File: config.mk
export PLATFORM = sky130hd
export DESIGN_NAME = regex_coprocessor
export DESIGN_NICKNAME = d
export VERILOG_FILES = /design/src/hdl/regex_isa_pkg.sv /design/src/hdl/regex_mem_pkg.sv /design/src/hdl/regex_mem_if.sv /design/src/hdl/regex_coprocessor.sv /design/src/hdl/regex_mem_arbiter.sv /design/src/hdl/regex_thread_engine.sv /design/src/hdl/regex_char_walker.sv
export VERILOG_INCLUDE_DIRS = /design/src /design/src/hdl
export SDC_FILE = /design/constraint.sdc
export NUM_CORES = 1
export LEC_CHECK = 0
export BUFFER_PORTS_ARGS = -buffer_cell sky130_fd_sc_hd__buf_4
export CAP_MARGIN = 20
export CORE_ASPECT_RATIO = 1.75
export CORE_MARGIN = 2
export CORE_UTILIZATION = 50
export DETAILED_ROUTE_END_ITERATION = 7
export PLACE_DENSITY = 0.75
export SETUP_SLACK_MARGIN = 0.02
export SYNTH_ARGS = -nofsm -noshare
export SYNTH_HDL_FRONTEND = slang
export SYNTH_SLANG_ARGS = --single-unit
File: constraint.sdc
create_clock -name clk -period 4.2 [get_ports clk]
set_input_delay 1.26 -clock clk [delete_from_list [all_inputs] [get_ports clk]]
set_output_delay 1.26 -clock clk [all_outputs]
set_load 0.01 [all_outputs]
File: src/hdl/regex_settings.svh
`ifndef REGEX_SETTINGS_SVH
`define REGEX_SETTINGS_SVH

// program counter width, programs live at word addresses 0 to 255
`define REGEX_PC_WIDTH 8

// one string character
`define REGEX_CHAR_WIDTH 8

// memory is 16 bits wide and holds two characters or one instruction
`define REGEX_MEM_WIDTH 16
`define REGEX_MEM_ADDR_WIDTH 11

// entries in each of the two thread lists
`define REGEX_LIST_DEPTH 16

// strings are zero terminated
`define REGEX_TERMINATOR 0

`endif
File: src/hdl/regex_isa_pkg.sv
`default_nettype none
`include "regex_settings.svh"

package regex_isa_pkg;

    // program counter and character
    typedef logic [`REGEX_PC_WIDTH-1:0]   pc_t;
    typedef logic [`REGEX_CHAR_WIDTH-1:0] char_t;

    // two bit opcode in the top of every instruction word
    typedef enum logic [1:0]
    {
        OP_MATCH  = 2'd0,
        OP_JMP    = 2'd1,
        OP_SPLIT  = 2'd2,
        OP_ACCEPT = 2'd3
    } opcode_e;

    // operand is a character for MATCH and a target pc for JMP and SPLIT
    typedef struct packed
    {
        opcode_e                                   opcode;
        logic [`REGEX_MEM_WIDTH-`REGEX_PC_WIDTH-3:0] unused;
        logic [`REGEX_PC_WIDTH-1:0]                operand;
    } instr_t;

endpackage

`default_nettype wire

File: src/hdl/regex_mem_pkg.sv
`default_nettype none
`include "regex_settings.svh"

package regex_mem_pkg;

    import regex_isa_pkg::*;

    // word address into the shared program and string memory
    typedef logic [`REGEX_MEM_ADDR_WIDTH-1:0] mem_addr_t;

    // string view of a word
    // even character index sits in the low byte
    typedef struct packed
    {
        char_t hi;
        char_t lo;
    } char_pair_t;

    // same word seen by the walker as characters and by the engine as an instruction
    typedef union packed
    {
        char_pair_t chars;
        instr_t     instr;
    } mem_word_u;

endpackage

`default_nettype wire

File: src/hdl/regex_mem_if.sv
`timescale 1ns/1ps
`default_nettype none

// one memory requester towards the arbiter
interface regex_mem_if;

    import regex_mem_pkg::*;

    // request side, held until ready
    logic      valid;
    mem_addr_t addr;

    // accept strobe from the arbiter
    logic      ready;

    // word of an accepted request, one cycle later
    // broadcast to every requester
    mem_word_u data;

    modport requester
    (
        output valid,
        output addr,
        input  ready,
        input  data
    );

    modport arbiter
    (
        input  valid,
        input  addr,
        output ready,
        output data
    );

endinterface

`default_nettype wire

File: src/hdl/regex_coprocessor.sv
`timescale 1ns/1ps
`default_nettype none

module regex_coprocessor
(
    input  logic                     clk,
    input  logic                     reset,
    input  logic                     start,
    input  regex_mem_pkg::mem_addr_t start_ptr,
    output logic                     start_ack,
    output logic                     finish,
    output logic                     accept,
    output logic                     mem_valid,
    output regex_mem_pkg::mem_addr_t mem_addr,
    input  logic                     mem_ready,
    input  regex_mem_pkg::mem_word_u mem_data
);
    import regex_isa_pkg::*;

    // walker to engine control
    logic  go;
    logic  advance;
    logic  flush;
    char_t cur_char;

    // engine status back to the walker
    logic  running;
    logic  accepts;

    // one memory port per requester
    regex_mem_if walker_mem ();
    regex_mem_if engine_mem ();

    regex_char_walker u_regex_char_walker
    (
        .clk       (clk),
        .reset     (reset),
        .start     (start),
        .start_ptr (start_ptr),
        .running   (running),
        .accepts   (accepts),
        .start_ack (start_ack),
        .finish    (finish),
        .accept    (accept),
        .go        (go),
        .advance   (advance),
        .flush     (flush),
        .cur_char  (cur_char),
        .mem       (walker_mem.requester)
    );

    regex_thread_engine u_regex_thread_engine
    (
        .clk      (clk),
        .reset    (reset),
        .flush    (flush),
        .go       (go),
        .advance  (advance),
        .cur_char (cur_char),
        .running  (running),
        .accepts  (accepts),
        .mem      (engine_mem.requester)
    );

    // walker takes port 0 and wins ties
    regex_mem_arbiter u_regex_mem_arbiter
    (
        .walker    (walker_mem.arbiter),
        .engine    (engine_mem.arbiter),
        .mem_valid (mem_valid),
        .mem_addr  (mem_addr),
        .mem_ready (mem_ready),
        .mem_data  (mem_data)
    );

endmodule

`default_nettype wire

File: src/hdl/regex_mem_arbiter.sv
`timescale 1ns/1ps
`default_nettype none

module regex_mem_arbiter
(
    regex_mem_if.arbiter              walker,
    regex_mem_if.arbiter              engine,
    output logic                      mem_valid,
    output regex_mem_pkg::mem_addr_t  mem_addr,
    input  logic                      mem_ready,
    input  regex_mem_pkg::mem_word_u  mem_data
);
    logic grant_walker;
    logic grant_engine;

    // walker has fixed priority over the engine
    assign grant_walker = walker.valid;
    assign grant_engine = engine.valid && !walker.valid;

    always_comb
    begin
        mem_valid = walker.valid || engine.valid;
        if (grant_walker)
            mem_addr = walker.addr;
        else
            mem_addr = engine.addr;
    end

    // memory ready only reaches the granted side
    assign walker.ready = mem_ready && grant_walker;
    assign engine.ready = mem_ready && grant_engine;

    // same word for both
    // only the side that saw ready takes it
    assign walker.data = mem_data;
    assign engine.data = mem_data;

    // at most one request accepted per cycle
    assert final (!(walker.ready && engine.ready));

endmodule

`default_nettype wire

File: src/hdl/regex_thread_engine.sv
`timescale 1ns/1ps
`default_nettype none
`include "regex_settings.svh"

module regex_thread_engine
(
    input  logic                 clk,
    input  logic                 reset,
    input  logic                 flush,
    input  logic                 go,
    input  logic                 advance,
    input  regex_isa_pkg::char_t cur_char,
    output logic                 running,
    output logic                 accepts,
    regex_mem_if.requester       mem
);
    import regex_isa_pkg::*;
    import regex_mem_pkg::*;

    localparam int  DEPTH    = `REGEX_LIST_DEPTH;
    localparam int  IDX_W    = $clog2(DEPTH);
    localparam int  CNT_W    = $clog2(DEPTH + 1);
    localparam pc_t START_PC = '0;

    // two stacks of pcs, one for the current and one for the next character
    pc_t              list_mem [2][DEPTH];
    logic [CNT_W-1:0] list_cnt [2];
    logic             cur_sel;
    logic             nxt_sel;
    logic             cur_busy;
    logic [CNT_W-1:0] top_cnt;
    pc_t              top_pc;
    logic             fetch_req;
    logic             pop;
    logic             inflight;
    pc_t              exec_pc;
    pc_t              exec_pc_inc;
    logic             split_pending;
    pc_t              split_pc;
    instr_t           instr;
    logic             push_en;
    logic             push_sel;
    pc_t              push_pc;
    logic [IDX_W-1:0] push_idx;

    assign nxt_sel = ~cur_sel;
    assign top_cnt = list_cnt[cur_sel] - 1'b1;
    assign top_pc  = list_mem[cur_sel][top_cnt[IDX_W-1:0]];

    // one instruction at a time
    // the split follow-up also blocks the next pop
    assign cur_busy  = inflight || split_pending;
    assign fetch_req = go && !cur_busy && (list_cnt[cur_sel] != '0);
    assign pop       = fetch_req && mem.ready;

    // fetch straight from the top of the current list
    assign mem.valid = fetch_req;
    assign mem.addr  = mem_addr_t'(top_pc);

    // returned word decoded as an instruction
    assign instr       = mem.data.instr;
    assign exec_pc_inc = exec_pc + 1'b1;

    assign accepts = inflight && (instr.opcode == OP_ACCEPT);
    assign running = (list_cnt[cur_sel] != '0) || cur_busy;

    always_comb
    begin
        push_en  = 1'b0;
        push_sel = cur_sel;
        push_pc  = exec_pc_inc;
        if (split_pending)
        begin
            // second half of SPLIT
            push_en = 1'b1;
            push_pc = split_pc;
        end
        else if (inflight)
        begin
            case (instr.opcode)
                OP_MATCH:
                begin
                    // survivor waits for the next character
                    if (instr.operand == cur_char)
                    begin
                        push_en  = 1'b1;
                        push_sel = nxt_sel;
                    end
                end
                OP_JMP:
                begin
                    push_en = 1'b1;
                    push_pc = instr.operand;
                end
                OP_SPLIT:
                    push_en = 1'b1;
                default:
                    push_en = 1'b0;
            endcase
        end
    end

    assign push_idx = list_cnt[push_sel][IDX_W-1:0];

    always_ff @(posedge clk)
    begin
        if (reset || flush)
        begin
            // start pc alone in the current list
            cur_sel       <= 1'b0;
            list_cnt[0]   <= CNT_W'(1);
            list_cnt[1]   <= '0;
            inflight      <= 1'b0;
            split_pending <= 1'b0;
        end
        else
        begin
            if (advance)
                cur_sel <= nxt_sel;
            if (pop)
                list_cnt[cur_sel] <= list_cnt[cur_sel] - 1'b1;
            if (push_en)
                list_cnt[push_sel] <= list_cnt[push_sel] + 1'b1;
            inflight      <= pop;
            split_pending <= inflight && (instr.opcode == OP_SPLIT);
        end
    end

    always_ff @(posedge clk)
    begin
        if (pop)
            exec_pc <= top_pc;
        if (inflight)
            split_pc <= instr.operand;
    end

    always_ff @(posedge clk)
    begin
        if (reset || flush)
            list_mem[0][0] <= START_PC;
        else if (push_en)
            list_mem[push_sel][push_idx] <= push_pc;
    end

    // thread programs must fit into the list depth
    assert property (@(posedge clk) disable iff (reset || flush)
        push_en |-> list_cnt[push_sel] < CNT_W'(DEPTH));

    // walker only moves on once every thread of this character is done
    assert property (@(posedge clk) disable iff (reset || flush)
        advance |-> !running);

endmodule

`default_nettype wire

File: src/hdl/regex_char_walker.sv
`timescale 1ns/1ps
`default_nettype none
`include "regex_settings.svh"

module regex_char_walker
(
    input  logic                     clk,
    input  logic                     reset,
    input  logic                     start,
    input  regex_mem_pkg::mem_addr_t start_ptr,
    input  logic                     running,
    input  logic                     accepts,
    output logic                     start_ack,
    output logic                     finish,
    output logic                     accept,
    output logic                     go,
    output logic                     advance,
    output logic                     flush,
    output regex_isa_pkg::char_t     cur_char,
    regex_mem_if.requester           mem
);
    import regex_isa_pkg::*;
    import regex_mem_pkg::*;

    // character index has one extra bit for the byte inside a word
    localparam int IDX_W = `REGEX_MEM_ADDR_WIDTH + 1;

    typedef enum logic [2:0]
    {
        idle,
        fetch_first,
        exec,
        fetch_next,
        done_accept,
        done_reject
    } state_e;

    state_e           state;
    state_e           state_next;
    logic [IDX_W-1:0] char_idx;
    logic [IDX_W-1:0] idx_next;
    logic [IDX_W-1:0] step_idx;
    mem_addr_t        base_ptr;
    mem_addr_t        base_next;
    mem_addr_t        step_addr;
    char_t            char_next;
    char_t            word_char;

    // index and word of the following character
    assign step_idx  = char_idx + 1'b1;
    assign step_addr = base_ptr + step_idx[IDX_W-1:1];

    // low index bit picks the byte of the returned word
    assign word_char = char_idx[0] ? mem.data.chars.hi : mem.data.chars.lo;

    always_comb
    begin
        state_next = state;
        idx_next   = char_idx;
        base_next  = base_ptr;
        char_next  = cur_char;
        start_ack  = 1'b0;
        finish     = 1'b0;
        accept     = 1'b0;
        go         = 1'b0;
        advance    = 1'b0;
        flush      = 1'b0;
        mem.valid  = 1'b0;
        mem.addr   = step_addr;
        case (state)
            idle:
            begin
                // first word request goes out with the start request
                mem.valid = start;
                mem.addr  = start_ptr;
                if (start && mem.ready)
                begin
                    start_ack  = 1'b1;
                    base_next  = start_ptr;
                    idx_next   = '0;
                    state_next = fetch_first;
                end
            end
            fetch_first:
            begin
                char_next  = word_char;
                state_next = exec;
            end
            exec:
            begin
                go = 1'b1;
                if (accepts)
                    state_next = done_accept;
                else if (!running)
                begin
                    // all threads of this character are done
                    if (cur_char == char_t'(`REGEX_TERMINATOR))
                        state_next = done_reject;
                    else
                    begin
                        mem.valid = 1'b1;
                        if (mem.ready)
                        begin
                            advance    = 1'b1;
                            idx_next   = step_idx;
                            state_next = fetch_next;
                        end
                    end
                end
            end
            fetch_next:
            begin
                char_next = word_char;
                // no thread survived the last character
                if (running)
                    state_next = exec;
                else
                    state_next = done_reject;
            end
            done_accept, done_reject:
            begin
                finish     = 1'b1;
                accept     = (state == done_accept);
                flush      = 1'b1;
                state_next = idle;
            end
            default:
                state_next = idle;
        endcase
    end

    always_ff @(posedge clk)
    begin
        if (reset)
        begin
            state    <= idle;
            char_idx <= '0;
        end
        else
        begin
            state    <= state_next;
            char_idx <= idx_next;
        end
    end

    always_ff @(posedge clk)
    begin
        base_ptr <= base_next;
        cur_char <= char_next;
    end

    // the engine sees one character for the whole exec phase
    assert property (@(posedge clk) disable iff (reset) go ##1 go |-> $stable(cur_char));

endmodule

`default_nettype wire

==> results by group <==
Clock tree
  – CTS tree: yes
  – Clk buf depth: 3
  – H-tree levels: 1
  – Number of buffers created by CTS: 27
  – Clock Latency Late Sink: 0.55 ns
  – Post-CTS Hold Fix Bufs: 0
  – Clk root buf: clkbuf_16
  – Clock transition at path regs: 0.07 ns
  – Clock sinks: 320

Power and ir drop
  – Power Density: 404.2 nW/um^2
  – Worst IR Drop VDD: 0.0002919 V
  – Combinational power share: 0.139
  – P_sw: 1.653 mW
  – Cell Int Power: 5.329 mW
  – Reg power frac: 0.508
  – Total power: 6.982 mW
  – Leakage: 6.392 nW
  – Switch share: 0.2368
  – Clock power frac: 0.353

Critical path
  – Slowest cell on the critical path: mux4_2
  – R2R setup slack: 1.21 ns
  – Worst path max stage delay: 0.51 ns
  – Worst setup EP type: primary output
  – Crit-path cells: mux2i_4, ha_4, buf_12, buf_8, mux4_2, mux4_2, a21o_1, o21a_1, buf_6
  – Worst-path maximum fanout: 7
  – Cells on worst reg2reg path: 9
  – Worst r2r src: u_regex_char_walker.cur_char[3]
  – Crit-path most repeated cell: mux4_2
  – Worst EP arrival: 3.18 ns
  – WS Path Type: reg2out
  – Worst EP required: 2.94 ns
  – Startpoint types: register
  – Worst R2R End: u_regex_thread_engine.list_mem[0][39]

STA
  – Slew of the pin with the lowest slew margin: 0.8921 ns
  – Fin crit period: 4.442 ns
  – Slew Limit Fails: 0
  – Worst slew margin: 0.4041
  – Post-route setup TNS: -1.753 ns
  – Fin. Hold Viols: 0
  – Max frequency: 0.2251 GHz
  – Final Skew: 0.01456 ns
  – RSZ-0062 raised after global routing: yes
  – Hold WS: 0.5066 ns
  – Final setup fails: 9
  – Final worst-path cycle share: 1.058
  – Final setup margin: -0.2417 ns

Run status
  – Status: finished, violations left
  – Failing checks: setup timing

Yosys
  – Seq/Total Area, Yosys: 0.6643
  – Synthesized cell area: 14180 sq um
  – Ys Warns: 0
  – Syn Inst Count: 889
  – Yosys cell types: 63
  – Post-synth EDFFs: 301
  – Synth Area per Inst: 15.95 sq um
  – Post-synth net total: 940
  – Post-synth ARST share: 0
  – Ys flop type: edfxtp_1
  – Synthesis-stage register bit count: 320

Detailed routing
  – DRT iter0 DRCs: 722
  – Vias: 8644
  – 1st-pass router iterations: 5
  – Post-route ant nets: 0
  – Detailed-route DRC error count: 0
  – Vias/cell: 6.045
  – Total wire length: 34290 microns
  – Drt wl/cell: 23.98 microns

Finish
  – Leading cell type in the layout, fill and taps excluded: edfxtp_1
  – Share of layout cells above drive strength 1: 0.3444
  – FF/Latch Area: 9443 sq um
  – Area delta synth->final: 21.81%
  – Area of the multi-input gates: 5000 sq um
  – Final Non-Filler Cells: 1430
  – # fillers: 1951
  – Ant diodes: 0
  – Commonest cells after routing, fill and taps aside: edfxtp_1 (301), buf_4 (143), mux4_2 (64), nand2_1 (46), a21oi_1 (35)
  – Post-layout instance area: 17270 sq um
  – Final net count: 1088
  – Layout Utilization: 0.6175

Global route
  – GRT Total Usage: 0.2298
  – First-pass GRT wire length: 51540 microns
  – Largest net degree at the start of global routing: 49
  – Antenna violations before repair: 0
  – Vias in the first global route: 8778
  – Total gr overflow: 0

Worst hold path
  – WHS Path Cells: 2
  – Hold Path Sink: u_regex_char_walker.char_idx[11]
  – Worst Hold Launch: u_regex_char_walker.char_idx[11]
  – Min-Delay Path Class: reg2reg

Place
  – Setup WS pre-CTS: 0.05500 ns
  – Port Buffer Count: 45
  – Area after DPL: 15560 sq um
  – Cells after DPL: 1351
  – GPL Wtd Cong: 0.9294
  – DPL Wire Length: 22660 microns

Floorplanning
  – Initial Util: 0.5069
  – Die height: 226.8 microns
  – Io pins: 46
  – Core area: 27970 sq um
  – DIE AREA: 29770 sq um
  – Rows: 81
  – Die Span X: 131.3 microns

Job
  – Max-capacitance violation count: 0
## state kept, by name, summed over array words and instances, names as in the netlist, named ones only
| register | count |
|---|---|
| u_regex_thread_engine.split_pc | 8 |
| u_regex_char_walker.base_ptr | 11 |
| u_regex_thread_engine.split_pending | 1 |
| u_regex_thread_engine.cur_sel | 1 |
| u_regex_char_walker.cur_char | 8 |
| u_regex_thread_engine.inflight | 1 |
| u_regex_thread_engine.exec_pc | 8 |
| u_regex_char_walker.char_idx | 12 |
| u_regex_thread_engine.list_cnt | 10 |
| u_regex_char_walker.state | 3 |
| u_regex_thread_engine.list_mem | 256 |
## cell usage after synthesis (11+ instances only)
cell type	n	share of area
a21oi_1	39	0.014
edfxtp_1	301	0.64
and3_1	11	0.0049
ha_1	19	0.017
nand2_1	50	0.013
nor3_1	29	0.010
nand3_1	26	0.0092
o21ai_0	16	0.0056
a211oi_1	14	0.0074
xnor2_1	31	0.019
clkbuf_1	31	0.0082
dfxtp_1	19	0.027
nor2b_1	12	0.0053
mux4_2	63	0.10
mux2_2	16	0.013
nor2_1	33	0.0087
xor2_1	11	0.0068
mux2i_1	20	0.014
buf_2	13	0.0046
## how the worst max path moves through the flow
stage	startpoint	end	slack [ns]	depth (start not counted)
global route	register	mem_addr[6]	-0.30	9
floorplan	u_regex_char_walker.char_idx[1]	mem_addr[9]	0.04	9
detailed placement	u_regex_char_walker.char_idx[0]	mem_addr[9]	0.06	11
finish	register	mem_addr[3]	-0.24	9
global placement	u_regex_char_walker.char_idx[0]	mem_addr[9]	0.04	11
CTS	register	mem_addr[5]	-0.23	9
## metal layers
metal  wire length [microns]  GRT usage  part of all wire  vias up
li1                        -          -                 -     3831
met1                   11880     0.2427              0.35     4387
met2                   19150     0.4511              0.56      323
met3                    1440    0.02727             0.042      103
met4                    1824     0.1087             0.053        0
met5                       0          0                 0        -
## worst max-delay path, delay by kind of cell (launching register included)
family	cells	cell delay, ns
adder cells (fa/ha/maj)	1	0.29
AO/OA/AOI/OAI	2	0.40
flip-flops	1	0.41
multiplexers	3	1.11
buffers and inverters	3	0.42
## power groups by stage
stage | combinational (mW) | sequential [mW] | clock, mW
global route | 1.03 | 3.55 | 2.60
global placement | 0.833 | 3.61 | 0
finish | 0.969 | 3.55 | 2.47
detailed placement | 0.843 | 3.62 | 0
floorplan | 0.506 | 3.60 | 0
CTS | 0.936 | 3.55 | 2.51
## cell families after synthesis
group	count (synthesis)	share of synthesized area
flops	320	0.6643
mux	102	0.1313
simple gates	218	0.07986
buf+inv	58	0.01783
xor+xnor	43	0.02709
fa+ha+maj	20	0.01818
compound gates	128	0.06142
## area by class of cell
cell class,count,share of cell area
sequential,320,0.5467
multi-input combinational,511,0.2895
timing repair buffer,167,0.08461
clock buffer,32,0.04021
tap,373,0.02702
clock inverter,17,0.009635
inverter,10,0.002318
## repair_timing
action	CTS	global route
pin swaps	32	22
setup endpoints to repair	11	11
buffers inserted	22	6
resized for setup	76	36
gates cloned	2	1
Note: power is estimated with default switching activity, not from simulation.
